==> src/hw/round_trip_pkg.sv <==
`default_nettype none

package round_trip_pkg;

    localparam int data_w = 32;
    localparam int host_addr_w = 64;
    localparam int reg_addr_w = 12;
    localparam int words = 8;
    localparam int word_idx_w = 3;
    localparam logic [host_addr_w-1:0] bytes_per_word = 4;

    localparam logic [reg_addr_w-1:0] reg_ctrl = 12'h000;
    localparam logic [reg_addr_w-1:0] reg_base_lo = 12'h018;
    localparam logic [reg_addr_w-1:0] reg_base_hi = 12'h01C;

    typedef struct packed {
        logic [data_w-2:0] ignored;
        logic start;
    } ctrl_write_t;

    typedef struct packed {
        logic [data_w-4:0] zero;
        logic idle;
        logic done;
        logic start;
    } ctrl_read_t;

    // The control word means start on write and status on read.
    typedef union packed {
        ctrl_write_t wr;
        ctrl_read_t rd;
    } ctrl_word_u;

    typedef enum logic [1:0] {
        phase_idle,
        phase_fetch,
        phase_writeback
    } seq_phase_e;

endpackage

`default_nettype wire

==> src/hw/buffer_port_if.sv <==
`timescale 1ns/1ps
`default_nettype none

interface buffer_port_if;

    logic [round_trip_pkg::word_idx_w-1:0] idx;
    logic [round_trip_pkg::data_w-1:0] wdata;
    logic we;
    logic [round_trip_pkg::data_w-1:0] rdata;

    modport client (
        output idx,
        output wdata,
        output we,
        input  rdata
    );

    modport mem (
        input  idx,
        input  wdata,
        input  we,
        output rdata
    );

endinterface

`default_nettype wire

==> src/hw/ctrl_regs.sv <==
`timescale 1ns/1ps
`default_nettype none

module ctrl_regs (
    input  wire ACLK,
    input  wire ARESET,
    input  wire s_axi_arvalid,
    output logic s_axi_arready,
    input  wire [round_trip_pkg::reg_addr_w-1:0] s_axi_araddr,
    output logic s_axi_rvalid,
    input  wire s_axi_rready,
    output logic [round_trip_pkg::data_w-1:0] s_axi_rdata,
    input  wire s_axi_awvalid,
    output logic s_axi_awready,
    input  wire [round_trip_pkg::reg_addr_w-1:0] s_axi_awaddr,
    input  wire s_axi_wvalid,
    output logic s_axi_wready,
    input  wire [round_trip_pkg::data_w-1:0] s_axi_wdata,
    output logic s_axi_bvalid,
    input  wire s_axi_bready,
    input  wire done,
    output logic start,
    output logic [round_trip_pkg::host_addr_w-1:0] base
);

    logic rvalid_q;
    logic [round_trip_pkg::reg_addr_w-1:0] raddr_q;
    logic [round_trip_pkg::data_w-1:0] rdata_q;
    logic w_pend;
    logic b_pend;
    logic [round_trip_pkg::reg_addr_w-1:0] waddr_q;
    logic start_q;
    logic done_q;
    logic idle_q;
    logic [round_trip_pkg::data_w-1:0] base_lo_q;
    logic [round_trip_pkg::data_w-1:0] base_hi_q;
    round_trip_pkg::ctrl_word_u wr_word;
    round_trip_pkg::ctrl_word_u status;
    logic ar_hs;
    logic r_hs;
    logic aw_hs;
    logic w_hs;
    logic b_hs;

    assign ar_hs = s_axi_arvalid && s_axi_arready;
    assign r_hs = s_axi_rvalid && s_axi_rready;
    assign aw_hs = s_axi_awvalid && s_axi_awready;
    assign w_hs = s_axi_wvalid && s_axi_wready;
    assign b_hs = s_axi_bvalid && s_axi_bready;

    assign s_axi_arready = !rvalid_q;
    assign s_axi_rvalid = rvalid_q;
    assign s_axi_rdata = rdata_q;
    assign s_axi_awready = !w_pend && !b_pend;
    assign s_axi_wready = w_pend;
    assign s_axi_bvalid = b_pend;

    assign wr_word = s_axi_wdata;
    assign start = start_q;
    assign base = {base_hi_q, base_lo_q};

    always_comb begin
        status = '0;
        status.rd.start = start_q;
        status.rd.done = done_q;
        status.rd.idle = idle_q;
    end

    always_ff @(posedge ACLK) begin
        if (ARESET) begin
            rvalid_q <= 1'b0;
        end else if (ar_hs) begin
            rvalid_q <= 1'b1;
        end else if (r_hs) begin
            rvalid_q <= 1'b0;
        end
    end

    // Read data is captured together with the address and held until rready.
    always_ff @(posedge ACLK) begin
        if (ar_hs) begin
            raddr_q <= s_axi_araddr;
            case (s_axi_araddr)
                round_trip_pkg::reg_ctrl: rdata_q <= status;
                round_trip_pkg::reg_base_lo: rdata_q <= base_lo_q;
                round_trip_pkg::reg_base_hi: rdata_q <= base_hi_q;
                default: rdata_q <= '0;
            endcase
        end
    end

    always_ff @(posedge ACLK) begin
        if (ARESET) begin
            w_pend <= 1'b0;
            b_pend <= 1'b0;
        end else if (aw_hs) begin
            w_pend <= 1'b1;
        end else if (w_hs) begin
            w_pend <= 1'b0;
            b_pend <= 1'b1;
        end else if (b_hs) begin
            b_pend <= 1'b0;
        end
    end

    always_ff @(posedge ACLK) begin
        if (aw_hs) begin
            waddr_q <= s_axi_awaddr;
        end
    end

    always_ff @(posedge ACLK) begin
        if (ARESET) begin
            start_q <= 1'b0;
            done_q <= 1'b0;
            idle_q <= 1'b1;
            base_lo_q <= '0;
            base_hi_q <= '0;
        end else begin
            if (done) begin
                start_q <= 1'b0;
            end else if (w_hs && waddr_q == round_trip_pkg::reg_ctrl && wr_word.wr.start) begin
                start_q <= 1'b1;
            end
            // Done is sticky until the host reads the control word.
            if (done) begin
                done_q <= 1'b1;
            end else if (r_hs && raddr_q == round_trip_pkg::reg_ctrl) begin
                done_q <= 1'b0;
            end
            if (done) begin
                idle_q <= 1'b1;
            end else if (start_q) begin
                idle_q <= 1'b0;
            end
            if (w_hs && waddr_q == round_trip_pkg::reg_base_lo) begin
                base_lo_q <= s_axi_wdata;
            end
            if (w_hs && waddr_q == round_trip_pkg::reg_base_hi) begin
                base_hi_q <= s_axi_wdata;
            end
        end
    end

endmodule

`default_nettype wire

==> src/hw/transfer_sequencer.sv <==
`timescale 1ns/1ps
`default_nettype none

module transfer_sequencer (
    input  wire ACLK,
    input  wire ARESET,
    input  wire start,
    input  wire [round_trip_pkg::host_addr_w-1:0] base,
    output logic done,
    output logic fetch_go,
    input  wire fetch_finished,
    output logic wb_go,
    input  wire wb_finished,
    output logic [round_trip_pkg::host_addr_w-1:0] run_base,
    buffer_port_if.mem fetch_port,
    buffer_port_if.mem wb_port,
    buffer_port_if.client buf_port
);

    round_trip_pkg::seq_phase_e phase;

    // The pulses are combinational so that start is cleared on the same edge
    // that returns the sequencer to idle.
    assign fetch_go = phase == round_trip_pkg::phase_idle && start;
    assign wb_go = phase == round_trip_pkg::phase_fetch && fetch_finished;
    assign done = phase == round_trip_pkg::phase_writeback && wb_finished;

    always_ff @(posedge ACLK) begin
        if (ARESET) begin
            phase <= round_trip_pkg::phase_idle;
        end else if (fetch_go) begin
            phase <= round_trip_pkg::phase_fetch;
        end else if (wb_go) begin
            phase <= round_trip_pkg::phase_writeback;
        end else if (done) begin
            phase <= round_trip_pkg::phase_idle;
        end
    end

    // The base is frozen for the whole run.
    always_ff @(posedge ACLK) begin
        if (fetch_go) begin
            run_base <= base;
        end
    end

    always_comb begin
        buf_port.idx = '0;
        buf_port.wdata = '0;
        buf_port.we = 1'b0;
        case (phase)
            round_trip_pkg::phase_fetch: begin
                buf_port.idx = fetch_port.idx;
                buf_port.wdata = fetch_port.wdata;
                buf_port.we = fetch_port.we;
            end
            round_trip_pkg::phase_writeback: begin
                buf_port.idx = wb_port.idx;
                buf_port.wdata = wb_port.wdata;
                buf_port.we = wb_port.we;
            end
            default: begin
            end
        endcase
    end

    assign fetch_port.rdata = buf_port.rdata;
    assign wb_port.rdata = buf_port.rdata;

endmodule

`default_nettype wire

==> src/hw/fetch_engine.sv <==
`timescale 1ns/1ps
`default_nettype none

module fetch_engine (
    input  wire ACLK,
    input  wire ARESET,
    input  wire go,
    input  wire [round_trip_pkg::host_addr_w-1:0] base,
    output logic finished,
    output logic m_axi_arvalid,
    input  wire m_axi_arready,
    output logic [round_trip_pkg::host_addr_w-1:0] m_axi_araddr,
    input  wire m_axi_rvalid,
    output logic m_axi_rready,
    input  wire [round_trip_pkg::data_w-1:0] m_axi_rdata,
    buffer_port_if.client buf_port
);

    logic [round_trip_pkg::word_idx_w-1:0] idx;
    logic [round_trip_pkg::host_addr_w-1:0] offset;
    logic r_hs;

    assign r_hs = m_axi_rvalid && m_axi_rready;
    assign offset = idx * round_trip_pkg::bytes_per_word;
    assign m_axi_araddr = base + offset;

    // Each returned word lands in the buffer on its r handshake.
    assign buf_port.idx = idx;
    assign buf_port.wdata = m_axi_rdata;
    assign buf_port.we = r_hs;

    always_ff @(posedge ACLK) begin
        if (ARESET) begin
            idx <= '0;
            m_axi_arvalid <= 1'b0;
            m_axi_rready <= 1'b0;
            finished <= 1'b0;
        end else begin
            finished <= 1'b0;
            if (go) begin
                idx <= '0;
                m_axi_arvalid <= 1'b1;
            end else if (m_axi_arvalid && m_axi_arready) begin
                m_axi_arvalid <= 1'b0;
                m_axi_rready <= 1'b1;
            end else if (r_hs) begin
                m_axi_rready <= 1'b0;
                if (int'(idx) == round_trip_pkg::words - 1) begin
                    finished <= 1'b1;
                end else begin
                    idx <= idx + 1'b1;
                    m_axi_arvalid <= 1'b1;
                end
            end
        end
    end

endmodule

`default_nettype wire

==> src/hw/writeback_engine.sv <==
`timescale 1ns/1ps
`default_nettype none

module writeback_engine (
    input  wire ACLK,
    input  wire ARESET,
    input  wire go,
    input  wire [round_trip_pkg::host_addr_w-1:0] base,
    output logic finished,
    output logic m_axi_awvalid,
    input  wire m_axi_awready,
    output logic [round_trip_pkg::host_addr_w-1:0] m_axi_awaddr,
    output logic m_axi_wvalid,
    input  wire m_axi_wready,
    output logic [round_trip_pkg::data_w-1:0] m_axi_wdata,
    input  wire m_axi_bvalid,
    output logic m_axi_bready,
    buffer_port_if.client buf_port
);

    logic [round_trip_pkg::word_idx_w-1:0] idx;
    logic [round_trip_pkg::host_addr_w-1:0] offset;

    assign offset = idx * round_trip_pkg::bytes_per_word;
    assign m_axi_awaddr = base + offset;

    // The buffer is only read here, so the write side of the port stays idle.
    assign buf_port.idx = idx;
    assign buf_port.wdata = '0;
    assign buf_port.we = 1'b0;
    assign m_axi_wdata = buf_port.rdata;

    always_ff @(posedge ACLK) begin
        if (ARESET) begin
            idx <= '0;
            m_axi_awvalid <= 1'b0;
            m_axi_wvalid <= 1'b0;
            m_axi_bready <= 1'b0;
            finished <= 1'b0;
        end else begin
            finished <= 1'b0;
            if (go) begin
                idx <= '0;
                m_axi_awvalid <= 1'b1;
            end else if (m_axi_awvalid && m_axi_awready) begin
                m_axi_awvalid <= 1'b0;
                m_axi_wvalid <= 1'b1;
            end else if (m_axi_wvalid && m_axi_wready) begin
                m_axi_wvalid <= 1'b0;
                m_axi_bready <= 1'b1;
            end else if (m_axi_bvalid && m_axi_bready) begin
                // The index only moves once the write response is back.
                m_axi_bready <= 1'b0;
                if (int'(idx) == round_trip_pkg::words - 1) begin
                    finished <= 1'b1;
                end else begin
                    idx <= idx + 1'b1;
                    m_axi_awvalid <= 1'b1;
                end
            end
        end
    end

endmodule

`default_nettype wire

==> src/hw/word_buffer.sv <==
`timescale 1ns/1ps
`default_nettype none

module word_buffer (
    input wire ACLK,
    buffer_port_if.mem port
);

    logic [round_trip_pkg::data_w-1:0] mem [round_trip_pkg::words];

    always_ff @(posedge ACLK) begin
        if (port.we) begin
            mem[port.idx] <= port.wdata;
        end
    end

    // Combinational read feeds the host write data directly.
    assign port.rdata = mem[port.idx];

endmodule

`default_nettype wire

==> src/hw/round_trip_top.sv <==
`timescale 1ns/1ps
`default_nettype none

module round_trip_top (
    input  wire ACLK,
    input  wire ARESET,
    input  wire s_axi_arvalid,
    output wire s_axi_arready,
    input  wire [round_trip_pkg::reg_addr_w-1:0] s_axi_araddr,
    output wire s_axi_rvalid,
    input  wire s_axi_rready,
    output wire [round_trip_pkg::data_w-1:0] s_axi_rdata,
    input  wire s_axi_awvalid,
    output wire s_axi_awready,
    input  wire [round_trip_pkg::reg_addr_w-1:0] s_axi_awaddr,
    input  wire s_axi_wvalid,
    output wire s_axi_wready,
    input  wire [round_trip_pkg::data_w-1:0] s_axi_wdata,
    output wire s_axi_bvalid,
    input  wire s_axi_bready,
    output wire m_axi_arvalid,
    input  wire m_axi_arready,
    output wire [round_trip_pkg::host_addr_w-1:0] m_axi_araddr,
    input  wire m_axi_rvalid,
    output wire m_axi_rready,
    input  wire [round_trip_pkg::data_w-1:0] m_axi_rdata,
    output wire m_axi_awvalid,
    input  wire m_axi_awready,
    output wire [round_trip_pkg::host_addr_w-1:0] m_axi_awaddr,
    output wire m_axi_wvalid,
    input  wire m_axi_wready,
    output wire [round_trip_pkg::data_w-1:0] m_axi_wdata,
    input  wire m_axi_bvalid,
    output wire m_axi_bready
);

    wire start;
    wire done;
    wire [round_trip_pkg::host_addr_w-1:0] base;
    wire [round_trip_pkg::host_addr_w-1:0] run_base;
    wire fetch_go;
    wire fetch_finished;
    wire wb_go;
    wire wb_finished;

    buffer_port_if fetch_bus ();
    buffer_port_if wb_bus ();
    buffer_port_if buf_bus ();

    ctrl_regs u_ctrl_regs (
        .ACLK(ACLK),
        .ARESET(ARESET),
        .s_axi_arvalid(s_axi_arvalid),
        .s_axi_arready(s_axi_arready),
        .s_axi_araddr(s_axi_araddr),
        .s_axi_rvalid(s_axi_rvalid),
        .s_axi_rready(s_axi_rready),
        .s_axi_rdata(s_axi_rdata),
        .s_axi_awvalid(s_axi_awvalid),
        .s_axi_awready(s_axi_awready),
        .s_axi_awaddr(s_axi_awaddr),
        .s_axi_wvalid(s_axi_wvalid),
        .s_axi_wready(s_axi_wready),
        .s_axi_wdata(s_axi_wdata),
        .s_axi_bvalid(s_axi_bvalid),
        .s_axi_bready(s_axi_bready),
        .done(done),
        .start(start),
        .base(base)
    );

    transfer_sequencer u_transfer_sequencer (
        .ACLK(ACLK),
        .ARESET(ARESET),
        .start(start),
        .base(base),
        .done(done),
        .fetch_go(fetch_go),
        .fetch_finished(fetch_finished),
        .wb_go(wb_go),
        .wb_finished(wb_finished),
        .run_base(run_base),
        .fetch_port(fetch_bus.mem),
        .wb_port(wb_bus.mem),
        .buf_port(buf_bus.client)
    );

    fetch_engine u_fetch_engine (
        .ACLK(ACLK),
        .ARESET(ARESET),
        .go(fetch_go),
        .base(run_base),
        .finished(fetch_finished),
        .m_axi_arvalid(m_axi_arvalid),
        .m_axi_arready(m_axi_arready),
        .m_axi_araddr(m_axi_araddr),
        .m_axi_rvalid(m_axi_rvalid),
        .m_axi_rready(m_axi_rready),
        .m_axi_rdata(m_axi_rdata),
        .buf_port(fetch_bus.client)
    );

    writeback_engine u_writeback_engine (
        .ACLK(ACLK),
        .ARESET(ARESET),
        .go(wb_go),
        .base(run_base),
        .finished(wb_finished),
        .m_axi_awvalid(m_axi_awvalid),
        .m_axi_awready(m_axi_awready),
        .m_axi_awaddr(m_axi_awaddr),
        .m_axi_wvalid(m_axi_wvalid),
        .m_axi_wready(m_axi_wready),
        .m_axi_wdata(m_axi_wdata),
        .m_axi_bvalid(m_axi_bvalid),
        .m_axi_bready(m_axi_bready),
        .buf_port(wb_bus.client)
    );

    word_buffer u_word_buffer (
        .ACLK(ACLK),
        .port(buf_bus.mem)
    );

endmodule

`default_nettype wire

==> config.mk <==
export PLATFORM = sky130hd
export DESIGN_NAME = round_trip_top
export DESIGN_NICKNAME = d
export VERILOG_FILES = /design/src/hw/round_trip_pkg.sv /design/src/hw/buffer_port_if.sv /design/src/hw/ctrl_regs.sv /design/src/hw/transfer_sequencer.sv /design/src/hw/fetch_engine.sv /design/src/hw/writeback_engine.sv /design/src/hw/word_buffer.sv /design/src/hw/round_trip_top.sv
export SDC_FILE = /design/constraint.sdc
export NUM_CORES = 1
export LEC_CHECK = 0
export BUFFER_PORTS_ARGS = -buffer_cell sky130_fd_sc_hd__buf_2
export CAP_MARGIN = 20
export CORE_ASPECT_RATIO = 0.7
export CORE_MARGIN = 5
export CORE_UTILIZATION = 40
export DETAILED_ROUTE_END_ITERATION = 10
export PLACE_DENSITY = 0.7
export SYNTH_ARGS = -nofsm -noshare
export SYNTH_HDL_FRONTEND = slang
export SYNTH_SLANG_ARGS = --single-unit
==> constraint.sdc <==
create_clock -name ACLK -period 5.3 [get_ports ACLK]
set_input_delay 0.265 -clock ACLK [delete_from_list [all_inputs] [get_ports ACLK]]
set_output_delay 0.265 -clock ACLK [all_outputs]
set_load 0.05 [all_outputs]
==> metrics.cfg <==
[die]
die-area_sq_um=55000
die_x_microns=278
core_region_area_sq_um=49500
rows=68
num_io_pins=302
start_util=0.406
die_h_microns=198

[logic_synthesis]
ys.flop_type=edfxtp_1
syn_area_sq_um=20100
ys_ff_latch=461
synth_edf_count=376
synth_fp_nets=1668
avgSynthCellArea_sq_um=13.0
yosysUniqueCellTypes=52
ys_async_sr_fraction=0
yosysWarningCount=0
synthCells=1553
seq_area_frac_synth=0.646

[pwr]
power.density_nw_per_um2=301
p_leak_nw=8.78
power_mw=7.36
ir_drop_mv=0.288

[routing]
vias=14000
top_layer_used=met5
firstDrtPassIters=5
ant_nets=0
drt_wl_total_microns=59400
drc=0
drt_iter0_markers=1218
wl_met3_microns=4250
met1_length_microns=27900
via_per_inst=5.40
met2_length_microns=26100
wire_per_inst_microns=22.9

[placement]
routabilityCongestion=0.939
hpwl_microns=40800
portBuffers=301
placedInstanceArea_sq_um=22300
dpl.cell_count=2450
place_ws_ps=1880

[sta]
rsz0062_at_grt=false
slew_violations=0
fin_setup_tns_ps=0
tightest_slew_ps=1090
fin_skew_ps=18.1
setup_viol=0
hold_viol=0
relSlewSlack=0.273
finalCritPeriodShare=0.750
whs_ps=33.9
max_freq_mhz=251
setup_ws_ps=1320
fin_crit_ps=3980

[min_path]
min_path_type=primary input to flip-flop

[grt]
antenna_found_initial=1
grt_max_degree=73
gr-total-overflow=0
grt_first_pass_wirelength_microns=87200
grt_use_total=0.207
grt_pass1_vias=13700

[clock_network]
clockBufferDepth=3
tritoncts=yes
htreeDepth=2
numClockSinks=461
cts_resized=0
clkTransAtPathRegs_ps=60
insertion_delay_ps=560
numCtsBuffers=45
cts-root-buf=clkbuf_16

[run]
maxCapViolCount=0

[worst_setup_path]
r2r_end=u_word_buffer.mem[4][7]
r2r_start=u_transfer_sequencer.phase[0]
cp-startpoint=u_writeback_engine.buf_port.idx[0]
reg2regPathDepth=7
path_class=flip-flop to output port
cp-end-kind=output port
critical_path.endpoint=m_axi_awaddr[36]
required_ps=5040
cp-start-kind=flip-flop
worst_ep_arrival_time_ps=3710
r2r_slack_ps=2040
crit_fanout=8

[layout]
drive_gt1_frac=0.224
final_cells=2593
nets=2008
area_growth_pct=21.5
nFillCells=4329
n_antenna_cell=0
fin_area_sq_um=24500
final_core_util=0.494

[run_status]
status=completed

## layer usage
metal / global-route usage / up-vias
met5: 0 / -
met4: 0.0395 / 2
met3: 0.0414 / 75
met2: 0.319 / 511
met1: 0.309 / 7027
li1: - / 6389
## synth_stat cells (2+ instances only)
| cell | n | share of area |
|---|---|---|
| nand4b_1 | 2 | 0.00087 |
| nand4_1 | 33 | 0.010 |
| nor2_1 | 87 | 0.016 |
| nor4_1 | 15 | 0.0047 |
| nor3_4 | 3 | 0.0024 |
| nand2_1 | 213 | 0.040 |
| mux2i_1 | 160 | 0.080 |
| buf_2 | 22 | 0.0055 |
| fa_1 | 2 | 0.0020 |
| a21oi_1 | 73 | 0.018 |
| nor3_2 | 5 | 0.0025 |
| xnor2_1 | 73 | 0.032 |
| nor2b_1 | 6 | 0.0019 |
| nand3_1 | 31 | 0.0077 |
| o22ai_1 | 4 | 0.0012 |
| and2_1 | 38 | 0.012 |
| o21ai_1 | 2 | 0.00050 |
| nand2b_1 | 5 | 0.0016 |
| inv_1 | 22 | 0.0041 |
| nor2_2 | 3 | 0.00093 |
| a32oi_1 | 3 | 0.0013 |
| nor4_2 | 4 | 0.0025 |
| o22a_1 | 31 | 0.013 |
| o21ai_0 | 3 | 0.00075 |
| o221ai_1 | 31 | 0.013 |
| nand4_4 | 2 | 0.0021 |
| a22o_1 | 3 | 0.0013 |
| o21a_1 | 2 | 0.00075 |
| or3_1 | 12 | 0.0037 |
| buf_1 | 4 | 0.00075 |
| nor3_1 | 29 | 0.0072 |
| ha_1 | 13 | 0.0081 |
| xor2_1 | 49 | 0.021 |
| and3_1 | 7 | 0.0022 |
| and4_1 | 17 | 0.0074 |
| clkbuf_1 | 59 | 0.011 |
| nor4_4 | 4 | 0.0042 |
| buf_4 | 5 | 0.0019 |
| dfxtp_1 | 85 | 0.085 |
| a21o_1 | 4 | 0.0015 |
| edfxtp_1 | 376 | 0.56 |
## final cells by class
cell class                 instances  area [sq um]  area share
clock buffer                      56          1190      0.0485
timing repair buffer             385          2340      0.0957
clock inverter                    26           317      0.0129
inverter                          22          82.6     0.00338
sequential                       461         13000       0.531
tap                              665           832      0.0340
multi-input combinational        978          6710       0.274
## where the power goes
group,switching [mW],internal [mW],leakage (nW)
clock network,1.39,1.86,0.731
registers,0.0101,3.89,4.18
logic,0.126,0.0762,3.87
## worst min-delay path by stage
stage | start | to | slack [ps] | cells past startpoint
after floorplan | s_axi_araddr[0] | u_ctrl_regs.raddr_q[0] | 360 | 0
after global placement | u_ctrl_regs.base_hi_q[2] | u_transfer_sequencer.run_base[34] | 440 | 0
after detailed placement | s_axi_awaddr[5] | u_ctrl_regs.waddr_q[5] | 440 | 1
after CTS | m_axi_bvalid | u_writeback_engine.m_axi_bready | 4 | 4
after global routing | m_axi_awready | u_writeback_engine.m_axi_wvalid | 10 | 3
final | m_axi_awready | u_writeback_engine.m_axi_wvalid | 30 | 3
## cell families after synthesis
kind of cell	after synthesis	synth area share
AO/OA/AOI/OAI	160	0.0543
XOR/XNOR	122	0.0531
adder cells (fa/ha/maj)	15	0.0101
buffers and inverters	114	0.0245
flip-flops	461	0.646
multiplexers	161	0.0807
AND/OR/NAND/NOR	520	0.132
## state kept, by name, summed over array words and instances, names as in the netlist, 2 cells and up
| name | flops |
|---|---|
| u_word_buffer.mem | 256 |
| u_transfer_sequencer.run_base | 64 |
| u_ctrl_regs.base_hi_q | 32 |
| u_ctrl_regs.base_lo_q | 32 |
| u_ctrl_regs.s_axi_rdata | 32 |
| u_ctrl_regs.raddr_q | 12 |
| u_ctrl_regs.waddr_q | 12 |
| u_fetch_engine.buf_port.idx | 3 |
| u_writeback_engine.buf_port.idx | 3 |
| u_transfer_sequencer.phase | 2 |
## timing repair
action,CTS,global route
hold endpoints to repair,91,0
hold buffers,61,0
buffers inserted,0,0
## worst max-delay path, cell delays in order (launching register included)
cell and delay, ps:
dfxtp_1 410, ha_1 210, inv_1 60, fa_1 410
nor2b_1 190, o21ai_1 340, nor4_2 690, nand2_1 180
xnor2_1 340, buf_2 340
## cell usage in the layout (no fill, tap or decap), types with 33 or more instances in the layout
cell           instances
and2_1                37
edfxtp_1             376
clkbuf_16             45
dlygate4sd3_1         61
xnor2_1               73
nor2_1                87
xor2_1                49
a21oi_1               73
buf_2                301
mux2i_1              160
nand4_1               33
nand2_1              210
dfxtp_1               85
(Power assumes the default switching activity.)
